`src/common/pwr_params.svh`:
```
// ~~~~~~~~~~~~~~~~~~~~
// domain 0 is the cpu, 1 the peripherals, banks from PWR_FIRST_BANK up
// PWR_DOMAIN_W must hold PWR_NUM_DOMAINS
// ~~~~~~~~~~~~~~~~~~~~

`ifndef PWR_PARAMS_SVH
`define PWR_PARAMS_SVH

// power domains and their index width
`define PWR_NUM_DOMAINS 6
`define PWR_DOMAIN_W 3

`define PWR_CPU_DOMAIN 0
`define PWR_FIRST_BANK 2

// command queue slots
`define PWR_FIFO_DEPTH 4

`endif

```
`src/common/pwr_pkg.sv`:
```
// ~~~~~~~~~~~~~~~~~~~~
// retain and wake only make sense for memory banks
// ~~~~~~~~~~~~~~~~~~~~

package pwr_pkg;

  typedef enum logic [1:0] {
    OP_OFF    = 2'd0,
    OP_ON     = 2'd1,
    OP_RETAIN = 2'd2,
    OP_WAKE   = 2'd3
  } pwr_op_e;

  // one step per state, except the ack wait
  typedef enum logic [3:0] {
    SEQ_IDLE        = 4'd0,
    SEQ_CLKGATE     = 4'd1,
    SEQ_ISO         = 4'd2,
    SEQ_RST         = 4'd3,
    SEQ_SWITCH      = 4'd4,
    SEQ_WAIT_ACK    = 4'd5,
    SEQ_RELEASE_RST = 4'd6,
    SEQ_RELEASE_ISO = 4'd7,
    SEQ_RELEASE_CLK = 4'd8,
    SEQ_DONE        = 4'd9
  } seq_state_e;

endpackage

```
`src/power_manager/pwr_cmd_decoder.sv`:
```
// ~~~~~~~~~~~~~~~~~~~~
// rejected commands are consumed and flagged on err_o one cycle later
// cpu off is checked against core_sleep_i in the accepting cycle
// ~~~~~~~~~~~~~~~~~~~~

`timescale 1ns/1ns
`include "pwr_params.svh"

module pwr_cmd_decoder (
  input  logic                     clk_i,
  input  logic                     rst_n_i,
  input  logic                     cmd_valid_i,
  input  pwr_pkg::pwr_op_e         cmd_op_i,
  input  logic [`PWR_DOMAIN_W-1:0] cmd_domain_i,
  input  logic                     core_sleep_i,
  output logic                     cmd_ready_o,
  output logic                     err_o,
  output logic                     dec_valid_o,
  output pwr_pkg::pwr_op_e         dec_op_o,
  output logic [`PWR_DOMAIN_W-1:0] dec_domain_o,
  input  logic                     dec_ready_i
);

  localparam logic [`PWR_DOMAIN_W-1:0] NUM_DOM = `PWR_NUM_DOMAINS;
  localparam logic [`PWR_DOMAIN_W-1:0] CPU_DOM = `PWR_CPU_DOMAIN;
  localparam logic [`PWR_DOMAIN_W-1:0] FIRST_BANK = `PWR_FIRST_BANK;

  logic                     dec_valid_q;
  pwr_pkg::pwr_op_e         dec_op_q;
  logic [`PWR_DOMAIN_W-1:0] dec_domain_q;
  logic                     err_q;
  logic                     accept;
  logic                     dom_ok;
  logic                     bank_ok;
  logic                     sleep_ok;
  logic                     legal;

  // single slot, free when empty or draining this cycle
  assign cmd_ready_o = !dec_valid_q || dec_ready_i;
  assign accept      = cmd_valid_i && cmd_ready_o;

  assign dom_ok = cmd_domain_i < NUM_DOM;

  // retention ops on banks only
  assign bank_ok = (cmd_op_i != pwr_pkg::OP_RETAIN && cmd_op_i != pwr_pkg::OP_WAKE) ||
                   (cmd_domain_i >= FIRST_BANK);

  // cpu goes down only while asleep
  assign sleep_ok = !(cmd_op_i == pwr_pkg::OP_OFF && cmd_domain_i == CPU_DOM) ||
                    core_sleep_i;

  assign legal = dom_ok && bank_ok && sleep_ok;

  always_ff @(posedge clk_i) begin
    if (!rst_n_i) begin
      dec_valid_q <= 1'b0;
      err_q       <= 1'b0;
    end else begin
      err_q <= accept && !legal;
      if (accept && legal) begin
        dec_valid_q <= 1'b1;
      end else if (dec_ready_i) begin
        dec_valid_q <= 1'b0;
      end
    end
  end

  always_ff @(posedge clk_i) begin
    if (accept && legal) begin
      dec_op_q     <= cmd_op_i;
      dec_domain_q <= cmd_domain_i;
    end
  end

  assign dec_valid_o  = dec_valid_q;
  assign dec_op_o     = dec_op_q;
  assign dec_domain_o = dec_domain_q;
  assign err_o        = err_q;

endmodule

```
`src/power_manager/pwr_cmd_fifo.sv`:
```
// ~~~~~~~~~~~~~~~~~~~~
// wr_ready_o stays low while full, even if a read happens that cycle
// ~~~~~~~~~~~~~~~~~~~~

`timescale 1ns/1ns
`include "pwr_params.svh"

module pwr_cmd_fifo (
  input  logic                     clk_i,
  input  logic                     rst_n_i,
  input  logic                     wr_valid_i,
  input  pwr_pkg::pwr_op_e         wr_op_i,
  input  logic [`PWR_DOMAIN_W-1:0] wr_domain_i,
  output logic                     wr_ready_o,
  output logic                     rd_valid_o,
  output pwr_pkg::pwr_op_e         rd_op_o,
  output logic [`PWR_DOMAIN_W-1:0] rd_domain_o,
  input  logic                     rd_ready_i
);

  localparam int DEPTH = `PWR_FIFO_DEPTH;
  localparam int PTR_W = (DEPTH > 1) ? $clog2(DEPTH) : 1;
  localparam int CNT_W = $clog2(DEPTH + 1);
  localparam logic [PTR_W-1:0] LAST_PTR = PTR_W'(DEPTH - 1);
  localparam logic [CNT_W-1:0] FULL_CNT = CNT_W'(DEPTH);

  pwr_pkg::pwr_op_e         op_mem  [DEPTH];
  logic [`PWR_DOMAIN_W-1:0] dom_mem [DEPTH];
  logic [PTR_W-1:0]         wr_ptr_q;
  logic [PTR_W-1:0]         rd_ptr_q;
  logic [CNT_W-1:0]         count_q;
  logic                     push;
  logic                     pop;

  // wrap for depths that are not a power of two
  function automatic logic [PTR_W-1:0] next_ptr(input logic [PTR_W-1:0] ptr);
    return (ptr == LAST_PTR) ? '0 : ptr + 1'b1;
  endfunction

  assign wr_ready_o = count_q != FULL_CNT;
  assign rd_valid_o = count_q != '0;
  assign push       = wr_valid_i && wr_ready_o;
  assign pop        = rd_valid_o && rd_ready_i;

  assign rd_op_o     = op_mem[rd_ptr_q];
  assign rd_domain_o = dom_mem[rd_ptr_q];

  always_ff @(posedge clk_i) begin
    if (push) begin
      op_mem[wr_ptr_q]  <= wr_op_i;
      dom_mem[wr_ptr_q] <= wr_domain_i;
    end
  end

  always_ff @(posedge clk_i) begin
    if (!rst_n_i) begin
      wr_ptr_q <= '0;
      rd_ptr_q <= '0;
      count_q  <= '0;
    end else begin
      if (push) begin
        wr_ptr_q <= next_ptr(wr_ptr_q);
      end
      if (pop) begin
        rd_ptr_q <= next_ptr(rd_ptr_q);
      end
      case ({push, pop})
        2'b10: count_q <= count_q + 1'b1;
        2'b01: count_q <= count_q - 1'b1;
        default: count_q <= count_q;
      endcase
    end
  end

endmodule

```
`src/power_manager/pwr_domain_seq.sv`:
```
// ~~~~~~~~~~~~~~~~~~~~
// one command at a time, only the selected domain's bits change
// off and on wait for pwrgate_ack_n_i to match the switch, no timeout
// ~~~~~~~~~~~~~~~~~~~~

`timescale 1ns/1ns
`include "pwr_params.svh"

module pwr_domain_seq (
  input  logic                        clk_i,
  input  logic                        rst_n_i,
  input  logic                        debug_reset_n_i,
  input  logic                        q_valid_i,
  input  pwr_pkg::pwr_op_e            q_op_i,
  input  logic [`PWR_DOMAIN_W-1:0]    q_domain_i,
  output logic                        q_ready_o,
  input  logic [`PWR_NUM_DOMAINS-1:0] pwrgate_ack_n_i,
  output logic [`PWR_NUM_DOMAINS-1:0] pwrgate_n_o,
  output logic [`PWR_NUM_DOMAINS-1:0] iso_n_o,
  output logic [`PWR_NUM_DOMAINS-1:0] rst_n_o,
  output logic [`PWR_NUM_DOMAINS-1:0] clkgate_en_n_o,
  output logic [`PWR_NUM_DOMAINS-1:0] retentive_n_o,
  output logic                        done_o,
  output logic [`PWR_DOMAIN_W-1:0]    done_domain_o
);

  pwr_pkg::seq_state_e             state_q;
  pwr_pkg::seq_state_e             state_d;
  pwr_pkg::pwr_op_e                op_q;
  logic [`PWR_DOMAIN_W-1:0]        dom_q;
  logic [`PWR_NUM_DOMAINS-1:0]     pwrgate_q;
  logic [`PWR_NUM_DOMAINS-1:0]     iso_q;
  logic [`PWR_NUM_DOMAINS-1:0]     rst_q;
  logic [`PWR_NUM_DOMAINS-1:0]     clkgate_q;
  logic [`PWR_NUM_DOMAINS-1:0]     ret_q;
  logic                            take;
  logic                            ack_match;

  assign q_ready_o = state_q == pwr_pkg::SEQ_IDLE;
  assign take      = q_valid_i && q_ready_o;

  // switch settled for the selected domain
  assign ack_match = pwrgate_ack_n_i[dom_q] == pwrgate_q[dom_q];

  always_ff @(posedge clk_i) begin
    if (take) begin
      op_q  <= q_op_i;
      dom_q <= q_domain_i;
    end
  end

  always_comb begin
    state_d = state_q;
    case (state_q)
      pwr_pkg::SEQ_IDLE: begin
        if (take) begin
          // going down starts with the clock, coming up with the switch
          if (q_op_i == pwr_pkg::OP_OFF || q_op_i == pwr_pkg::OP_RETAIN) begin
            state_d = pwr_pkg::SEQ_CLKGATE;
          end else begin
            state_d = pwr_pkg::SEQ_SWITCH;
          end
        end
      end
      pwr_pkg::SEQ_CLKGATE: begin
        state_d = pwr_pkg::SEQ_ISO;
      end
      pwr_pkg::SEQ_ISO: begin
        if (op_q == pwr_pkg::OP_OFF) begin
          state_d = pwr_pkg::SEQ_RST;
        end else begin
          state_d = pwr_pkg::SEQ_SWITCH;
        end
      end
      pwr_pkg::SEQ_RST: begin
        state_d = pwr_pkg::SEQ_SWITCH;
      end
      pwr_pkg::SEQ_SWITCH: begin
        case (op_q)
          pwr_pkg::OP_OFF,
          pwr_pkg::OP_ON: state_d = pwr_pkg::SEQ_WAIT_ACK;
          pwr_pkg::OP_RETAIN: state_d = pwr_pkg::SEQ_DONE;
          default: state_d = pwr_pkg::SEQ_RELEASE_ISO;
        endcase
      end
      pwr_pkg::SEQ_WAIT_ACK: begin
        if (ack_match) begin
          if (op_q == pwr_pkg::OP_OFF) begin
            state_d = pwr_pkg::SEQ_DONE;
          end else begin
            state_d = pwr_pkg::SEQ_RELEASE_RST;
          end
        end
      end
      pwr_pkg::SEQ_RELEASE_RST: begin
        state_d = pwr_pkg::SEQ_RELEASE_ISO;
      end
      pwr_pkg::SEQ_RELEASE_ISO: begin
        state_d = pwr_pkg::SEQ_RELEASE_CLK;
      end
      pwr_pkg::SEQ_RELEASE_CLK: begin
        state_d = pwr_pkg::SEQ_DONE;
      end
      default: begin
        state_d = pwr_pkg::SEQ_IDLE;
      end
    endcase
  end

  always_ff @(posedge clk_i) begin
    if (!rst_n_i) begin
      state_q   <= pwr_pkg::SEQ_IDLE;
      pwrgate_q <= '1;
      iso_q     <= '1;
      rst_q     <= '1;
      clkgate_q <= '1;
      ret_q     <= '1;
    end else begin
      state_q <= state_d;
      case (state_q)
        pwr_pkg::SEQ_CLKGATE: begin
          clkgate_q[dom_q] <= 1'b0;
        end
        pwr_pkg::SEQ_ISO: begin
          iso_q[dom_q] <= 1'b0;
        end
        pwr_pkg::SEQ_RST: begin
          rst_q[dom_q] <= 1'b0;
        end
        pwr_pkg::SEQ_SWITCH: begin
          // banks use the retention bit here, the switch stays put
          case (op_q)
            pwr_pkg::OP_OFF: begin
              pwrgate_q[dom_q] <= 1'b0;
            end
            pwr_pkg::OP_ON: begin
              pwrgate_q[dom_q] <= 1'b1;
              ret_q[dom_q]     <= 1'b1;
            end
            pwr_pkg::OP_RETAIN: begin
              ret_q[dom_q] <= 1'b0;
            end
            default: begin
              ret_q[dom_q] <= 1'b1;
            end
          endcase
        end
        pwr_pkg::SEQ_RELEASE_RST: begin
          rst_q[dom_q] <= 1'b1;
        end
        pwr_pkg::SEQ_RELEASE_ISO: begin
          iso_q[dom_q] <= 1'b1;
        end
        pwr_pkg::SEQ_RELEASE_CLK: begin
          clkgate_q[dom_q] <= 1'b1;
        end
        default: begin
        end
      endcase
    end
  end

  assign pwrgate_n_o    = pwrgate_q;
  assign iso_n_o        = iso_q;
  assign clkgate_en_n_o = clkgate_q;
  assign retentive_n_o  = ret_q;

  // debug reset overrides every domain
  assign rst_n_o = rst_q & {`PWR_NUM_DOMAINS{debug_reset_n_i}};

  assign done_o        = state_q == pwr_pkg::SEQ_DONE;
  assign done_domain_o = dom_q;

endmodule

```
`src/verilog/mcu_power_ctrl.sv`:
```
// ~~~~~~~~~~~~~~~~~~~~
// all control vectors active low, all domains on after reset
// commands finish in the order they were accepted
// ~~~~~~~~~~~~~~~~~~~~

`timescale 1ns/1ns
`include "pwr_params.svh"

module mcu_power_ctrl (
  input  logic                        clk_i,
  input  logic                        rst_n_i,
  input  logic                        debug_reset_n_i,
  input  logic                        core_sleep_i,
  input  logic                        cmd_valid_i,
  input  pwr_pkg::pwr_op_e            cmd_op_i,
  input  logic [`PWR_DOMAIN_W-1:0]    cmd_domain_i,
  output logic                        cmd_ready_o,
  output logic                        err_o,
  output logic                        done_o,
  output logic [`PWR_DOMAIN_W-1:0]    done_domain_o,
  input  logic [`PWR_NUM_DOMAINS-1:0] pwrgate_ack_n_i,
  output logic [`PWR_NUM_DOMAINS-1:0] pwrgate_n_o,
  output logic [`PWR_NUM_DOMAINS-1:0] iso_n_o,
  output logic [`PWR_NUM_DOMAINS-1:0] rst_n_o,
  output logic [`PWR_NUM_DOMAINS-1:0] clkgate_en_n_o,
  output logic [`PWR_NUM_DOMAINS-1:0] retentive_n_o
);

  // decoder to queue
  logic                     dec_valid;
  pwr_pkg::pwr_op_e         dec_op;
  logic [`PWR_DOMAIN_W-1:0] dec_domain;
  logic                     dec_ready;

  // queue to sequencer
  logic                     q_valid;
  pwr_pkg::pwr_op_e         q_op;
  logic [`PWR_DOMAIN_W-1:0] q_domain;
  logic                     q_ready;

  pwr_cmd_decoder u_pwr_cmd_decoder (
    .clk_i        (clk_i),
    .rst_n_i      (rst_n_i),
    .cmd_valid_i  (cmd_valid_i),
    .cmd_op_i     (cmd_op_i),
    .cmd_domain_i (cmd_domain_i),
    .core_sleep_i (core_sleep_i),
    .cmd_ready_o  (cmd_ready_o),
    .err_o        (err_o),
    .dec_valid_o  (dec_valid),
    .dec_op_o     (dec_op),
    .dec_domain_o (dec_domain),
    .dec_ready_i  (dec_ready)
  );

  pwr_cmd_fifo u_pwr_cmd_fifo (
    .clk_i       (clk_i),
    .rst_n_i     (rst_n_i),
    .wr_valid_i  (dec_valid),
    .wr_op_i     (dec_op),
    .wr_domain_i (dec_domain),
    .wr_ready_o  (dec_ready),
    .rd_valid_o  (q_valid),
    .rd_op_o     (q_op),
    .rd_domain_o (q_domain),
    .rd_ready_i  (q_ready)
  );

  pwr_domain_seq u_pwr_domain_seq (
    .clk_i           (clk_i),
    .rst_n_i         (rst_n_i),
    .debug_reset_n_i (debug_reset_n_i),
    .q_valid_i       (q_valid),
    .q_op_i          (q_op),
    .q_domain_i      (q_domain),
    .q_ready_o       (q_ready),
    .pwrgate_ack_n_i (pwrgate_ack_n_i),
    .pwrgate_n_o     (pwrgate_n_o),
    .iso_n_o         (iso_n_o),
    .rst_n_o         (rst_n_o),
    .clkgate_en_n_o  (clkgate_en_n_o),
    .retentive_n_o   (retentive_n_o),
    .done_o          (done_o),
    .done_domain_o   (done_domain_o)
  );

endmodule

```
`config.mk`:
```
export PLATFORM = sky130hd
export DESIGN_NAME = mcu_power_ctrl
export DESIGN_NICKNAME = d
export VERILOG_FILES = /design/src/common/pwr_pkg.sv /design/src/power_manager/pwr_cmd_decoder.sv /design/src/power_manager/pwr_cmd_fifo.sv /design/src/power_manager/pwr_domain_seq.sv /design/src/verilog/mcu_power_ctrl.sv
export VERILOG_INCLUDE_DIRS = /design/src /design/src/common
export SDC_FILE = /design/constraint.sdc
export NUM_CORES = 1
export LEC_CHECK = 0
export BUFFER_PORTS_ARGS = -buffer_cell sky130_fd_sc_hd__buf_2
export CAP_MARGIN = 20
export CELL_PAD_IN_SITES_DETAIL_PLACEMENT = 1
export CELL_PAD_IN_SITES_GLOBAL_PLACEMENT = 1
export CORE_MARGIN = 5
export CORE_UTILIZATION = 37
export CTS_BUF_LIST = sky130_fd_sc_hd__clkbuf_16
export DETAILED_ROUTE_END_ITERATION = 6
export PLACE_DENSITY_LB_ADDON = 0.1
export SETUP_SLACK_MARGIN = 0.05
export SYNTH_ARGS = -nofsm -noshare
export SYNTH_HDL_FRONTEND = slang
export SYNTH_SLANG_ARGS = --single-unit
```
`constraint.sdc`:
```
create_clock -name clk_i -period 3.22 [get_ports clk_i]
set_input_delay 0.161 -clock clk_i [delete_from_list [all_inputs] [get_ports clk_i]]
set_output_delay 0.161 -clock clk_i [all_outputs]
set_load 0.1 [all_outputs]
```
==> results of run 1 <==
## worst reg2reg max path: cells and delay by family (launching register included)
| family | cells | cell delay, ps |
|---|---|---|
| AOI/OAI and AO/OA | 1 | 190 |
| xor gates and xnor gates | 1 | 160 |
| adders and majority gates | 2 | 550 |
| buffers and inverters | 2 | 140 |
| DFF | 1 | 330 |
| and+or+nand+nor | 4 | 780 |
## Yosys cell counts, drive strengths merged (3+ instances only)
master	number	share of area, %
dfxtp	45	27
o21ai	33	4.9
edfxtp	30	27
o211ai	19	4.3
a21oi	17	2.7
nand2	16	1.8
and2	13	2.5
buf	11	2.5
nor2	11	1.2
inv	10	1.1
nand2b	8	1.5
nand3	8	1.2
clkbuf	7	0.81
ha	6	2.2
mux2i	6	1.8
nor3	6	1.2
o311ai	6	1.5
mux4	5	3.4
nor2b	5	0.92
or3	5	1.1
a21boi	4	0.88
and3	4	0.74
o31ai	4	1.0
a31oi	3	0.55
o21a	3	0.66
o22ai	3	0.55
## logic make-up after synthesis
| kind of cell | synth area share [%] |
|---|---|
| AOI/OAI and AO/OA | 19.4 |
| and+or+nand+nor | 13.4 |
| DFF | 53.0 |
| buffers and inverters | 4.38 |
| muxes | 5.96 |
| adders and majority gates | 2.80 |
| xor gates and xnor gates | 1.03 |
## power groups by stage
stage | Combinational, W | Sequential [W] | Clock, W
3_3_place_gp | 0.00156 | 0.00132 | 0
6_report | 0.00157 | 0.00130 | 0.000944
5_1_grt | 0.00170 | 0.00133 | 0.00103
4_1_cts | 0.00159 | 0.00131 | 0.000976
3_5_place_dp | 0.00159 | 0.00132 | 0
2_1_floorplan | 0.000907 | 0.00169 | 0
## per-stage QoR
stage	setup WS, ps	util (%)	instances	instance area (sq um)	total power (W)
3_3_place_gp	1080	40.8	456	3720	0.00288
6_report	965	43.9	472	4000	0.00381
2_1_floorplan	915	-	307	3400	0.00259
5_1_grt	795	43.9	472	4000	0.00405
4_1_cts	921	43.9	472	4000	0.00387
3_5_place_dp	948	40.8	456	3720	0.00291
## layout make-up
cell class / count / area (sq um) / share of cell area, %
Multi-Input combinational cell: 204 / 1450 / 36.2
Inverter: 10 / 37.5 / 0.938
Timing Repair Buffer: 56 / 293 / 7.32
Clock buffer: 9 / 225 / 5.63
Tap cell: 111 / 139 / 3.47
Clock inverter: 7 / 57.6 / 1.44
Sequential cell: 75 / 1800 / 45.0
## final timing paths
kind,end,slack (ps),cells after the start
setup / recovery,u_pwr_cmd_fifo.count_q[2],970,10
hold / removal,u_pwr_cmd_decoder.dec_op_o[0],20,1
hold reg to reg,register,490,2
setup reg to reg,u_pwr_cmd_fifo.count_q[2],970,10
## per-layer routing
layer,GRT usage [%],share of wire (%),up-vias
li1,-,-,1244
met3,3.80,3.8,10
met4,5.83,1.5,0
met5,0,0,-
met1,18.2,42,1250
met2,27.3,52,43
==> flow_metrics.env, run 1 <==
export IMPL_crit_slowest_cell="fa_1"
export IMPL_hold_worst_slack_ps=21.6
export IMPL_avgSynthCellArea_sq_um=11.1
export IMPL_synth_seq_cells=75
export IMPL_max_freq_mhz=444
export IMPL_clock_path_buffers=2
export IMPL_fin_crit_ps=2250
export IMPL_htreeDepth=3
export IMPL_cts_root_buffer="clkbuf_16"
export IMPL_leakage_nw=1.43
export IMPL_drtAntennaViolNets=0
export IMPL_grt_pass1_vias=2569
export IMPL_power_frac_clock_pct=24.7
export IMPL_grt_max_degree=43
export IMPL_cp_start_kind="register"
export IMPL_clock_sinks=75
export IMPL_clk_pin_slew_ps=60
export IMPL_p_comb_share_pct=41.2
export IMPL_drive_gt1_share_pct=25.2
export IMPL_yosys_warnings=0
export IMPL_worst_pin_slew_ps=813
export IMPL_finalCritPeriodShare_pct=70.0
export IMPL_syn_area_sq_um=3400
export IMPL_async_reset_ff_share_pct=0
export IMPL_dieArea_sq_um=11200
export IMPL_dr_total_vias=2547
export IMPL_crit_reg2reg_launch="u_pwr_cmd_fifo.count_q[0]"
export IMPL_setup_violations=0
export IMPL_critPathTopFamily="simple AND/OR/NAND/NOR gates"
export IMPL_synth_edf_count=30
export IMPL_n_antenna_cell=0
export IMPL_wire_per_inst_um=16.9
export IMPL_synth_flop_cell="dfxtp_1"
export IMPL_cts_tree="built"
export IMPL_status="finished, final reports clean"
export IMPL_portBuffers=51
export IMPL_fillers=1014
export IMPL_hp_start="cmd_op_i[0]"
export IMPL_worst_ep_required_time_ps=3470
export IMPL_syn_nets=330
export IMPL_p_sw_w=0.00168
export IMPL_crit_path_start="u_pwr_cmd_fifo.count_q[0]"
export IMPL_grt_pass1_wl_um=13700
export IMPL_yosysSeqAreaShare_pct=53.0
export IMPL_max_slew_margin_pct=45.8
export IMPL_synth_cells=307
export IMPL_postCtsSetupBuffers=0
export IMPL_crit_type="reg2reg"
export IMPL_most_common_layout_cells="buf_2 (51), dfxtp_1 (45), edfxtp_1 (30), o21ai_0 (19), o211ai_1 (18)"
export IMPL_dieWidth_um=106
export IMPL_slew_viol_final=0
export IMPL_fp_dieH_um=106
export IMPL_ys_types=55
export IMPL_clkLatencyLatePin_ps=330
export IMPL_path_max_fanout=5
export IMPL_layout_commonest_cell="buf_2"
export IMPL_dr_pass1_iters=4
export IMPL_grt_use_total_pct=15.5
export IMPL_peakVddDrop_v=0.000312
export IMPL_antenna_found_initial=0
export IMPL_skew_ps=8.06
export IMPL_finalHoldViolCount=0
export IMPL_p_sw_share_pct=44.0
export IMPL_post_drt_via_cell_ratio=5.40
export IMPL_cellPowerDensity_nw_per_um2=953
export IMPL_hpwl_um=5910
export IMPL_cts_resized=0
export IMPL_start_util_pct=37.3
export IMPL_max_cap_viol_count=0
export IMPL_nNetsFinal=379
export IMPL_rsz0062_at_grt="no"
export IMPL_arrival_ps=2500
export IMPL_boundaryPins=52
export IMPL_cp_num_buf_inv=2
export IMPL_cts_hold_buf=0
export IMPL_core_area_sq_um=9110
export IMPL_crit_path_max_incr_delay_ps=370
export IMPL_wl_um=7960
export IMPL_hold_class="in2reg"
export IMPL_power_frac_seq_pct=34.1
export IMPL_grt_overflow=0
export IMPL_fp_row_count=35
export IMPL_drc=0
export IMPL_drtIter0Drc=62
export IMPL_power_internal_w=0.00214
export IMPL_synthToLayoutAreaGrowth_pct=17.7
export IMPL_gpl_final_weighted_congestion=0.721
export IMPL_tns_ps=0
export IMPL_cts_buffers=9
export IMPL_crit_chain="nor2_1 -> nand2_1 -> and2_1 -> inv_2 -> ha_1 -> inv_1 -> fa_1 -> xor2_1 -> or3_1 -> a21boi_0"
export IMPL_end_kind="register"
(Power assumes the default switching activity.)
==> inputs of run 2 (changes only) <==
==> constraint.sdc (replaced) <==
create_clock -name clk_i -period 1.9 [get_ports clk_i]
set_input_delay 0.095 -clock clk_i [delete_from_list [all_inputs] [get_ports clk_i]]
set_output_delay 0.095 -clock clk_i [all_outputs]
set_load 0.1 [all_outputs]
==> flow_metrics.env, run 2 (synthesis gave the netlist of run 1 again) <==
export IMPL_status="finished with violations"
export IMPL_violations="setup timing"
export IMPL_hold_worst_slack_ps=181
export IMPL_clock_path_buffers=2
export IMPL_r2r_setup_slack_ps=-70
export IMPL_use_met1_pct=18.3
export IMPL_rr_worst_depth=8
export IMPL_grt_use_total_pct=15.3
export IMPL_fp_dieH_um=106
export IMPL_rsz0062_at_grt="yes"
export IMPL_timing_final_ws_setup_ps=-68.7
export IMPL_leakage_nw=1.61
export IMPL_rr_endpoint="u_pwr_cmd_fifo.count_q[2]"
export IMPL_wire_per_inst_um=16.8
export IMPL_arrival_ps=2240
export IMPL_start_util_pct=37.3
export IMPL_end_kind="register"
export IMPL_max_cap_viol_count=0
export IMPL_portBuffers=51
export IMPL_hpwl_um=5890
export IMPL_slew_viol_final=0
export IMPL_n_antenna_cell=0
export IMPL_clock_sinks=75
export IMPL_skew_ps=6.08
export IMPL_busiest_layer="met2"
export IMPL_setup_violations=1
export IMPL_crit_type="reg2reg"
export IMPL_drc=0
export IMPL_total_power_w=0.00717
export IMPL_drive_gt1_share_pct=33.2
export IMPL_finalHoldViolCount=0
export IMPL_worst_ep_required_time_ps=2170
export IMPL_fin_crit_ps=1970
export IMPL_dieWidth_um=106
export IMPL_cts_root_buffer="clkbuf_16"
export IMPL_clk_pin_slew_ps=60
export IMPL_gpl_final_weighted_congestion=0.763
export IMPL_dr_pass1_iters=4
export IMPL_fp_row_count=35
export IMPL_wl_um=8240
export IMPL_cts_tree="built"
export IMPL_grtUsageMet2_pct=26.9
export IMPL_finalCritPeriodShare_pct=104
export IMPL_stdcell_area_sq_um=4360
export IMPL_max_slew_margin_pct=66.0
export IMPL_path_max_fanout=2
export IMPL_min_path_cells=2
export IMPL_final_core_util_pct=47.9
export IMPL_cp_start_kind="register"
export IMPL_drtIter0Drc=56
export IMPL_nNetsFinal=398
export IMPL_crit_reg2reg_launch="u_pwr_domain_seq.state_q[1]"
export IMPL_core_area_sq_um=9110
export IMPL_max_freq_mhz=508
export IMPL_layout_commonest_cell="buf_2"
export IMPL_antenna_found_initial=0
export IMPL_most_common_layout_cells="buf_2 (50), dfxtp_1 (42), edfxtp_1 (30), o21ai_1 (24), o211ai_1 (18)"
export IMPL_grt_pass1_wl_um=13700
export IMPL_boundaryPins=52
export IMPL_dieArea_sq_um=11200
export IMPL_grt_overflow=0
export IMPL_synthToLayoutAreaGrowth_pct=28.3
export IMPL_peakVddDrop_v=0.000522
export IMPL_htreeDepth=3
export IMPL_worst_pin_slew_ps=507
export IMPL_cts_buffers=9
export IMPL_dr_total_vias=2628
export IMPL_drtAntennaViolNets=0
export IMPL_hp_start="rst_n_i"
export IMPL_cellPowerDensity_nw_per_um2=1640
export IMPL_gr_usage_met3_pct=3.43
export IMPL_placedInstanceArea_sq_um=3940
export IMPL_clkLatencyLatePin_ps=330
export IMPL_hold_class="in2reg"
export IMPL_grt_max_degree=24
export IMPL_grt_pass1_vias=2636
export IMPL_post_drt_via_cell_ratio=5.35
[run 2: worst max-delay path by stage]
stage	start	endpoint	depth (start not counted)
detailed placement	u_pwr_domain_seq.state_q[1]	u_pwr_cmd_fifo.count_q[2]	8
global placement	u_pwr_domain_seq.state_q[1]	u_pwr_cmd_fifo.count_q[2]	8
floorplan	u_pwr_domain_seq.state_q[3]	u_pwr_cmd_fifo.count_q[2]	10
global route	u_pwr_domain_seq.state_q[1]	u_pwr_cmd_fifo.count_q[2]	8
finish	u_pwr_domain_seq.state_q[1]	u_pwr_cmd_fifo.count_q[2]	8
CTS	u_pwr_domain_seq.state_q[0]	u_pwr_cmd_fifo.count_q[2]	8
[run 2: metal layers]
layer	wire [um]	part of all wire, %
met1	3650	44
met2	4190	51
met3	297	3.6
met4	102	1.2
met5	0	0
[run 2: layout make-up]
cell class / count / area [sq um]
Clock buffer: 9 / 225
Clock inverter: 7 / 92.6
Fill cell: 994 / 4750
Inverter: 10 / 37.5
Multi-Input combinational cell: 204 / 1580
Sequential cell: 75 / 1810
Tap cell: 111 / 139
Timing Repair Buffer: 75 / 478
[run 2: through the flow]
step / TNS [ps] / worst slack [ps] / std cells
6_report: -68.7 / -68.7 / 491
5_1_grt: -156 / -153 / 491
4_1_cts: -79.1 / -79.1 / 489
3_5_place_dp: -115 / -115 / 467
3_3_place_gp: -52.5 / -52.5 / 467
2_1_floorplan: -777 / -155 / 307
[run 2: repair_timing]
| action | CTS | global route |
|---|---|---|
| hold buffers | 6 | 0 |
| pin swaps | 2 | 3 |
| setup endpoints to repair | 3 | 4 |
| setup buffers | 0 | 2 |
| endpoints found under the hold margin | 6 | 0 |
| resized for setup | 4 | 4 |
[run 2: report_power, final]
part | total [W] | internal, W | switching (W)
logic | 0.00318 | 0.00112 | 0.00206
registers | 0.00218 | 0.00194 | 0.000239
clock network | 0.00181 | 0.00106 | 0.000752
total | 0.00717 | 0.00412 | 0.00305
[run 2: critical path, stage by stage (launching register included)]
cell	delay [ps]
dfxtp_2	340
nor4_4	290
and2_4	210
ha_4	130
inv_2	30
fa_2	320
xor2_1	150
or3_1	310
a21boi_1	120
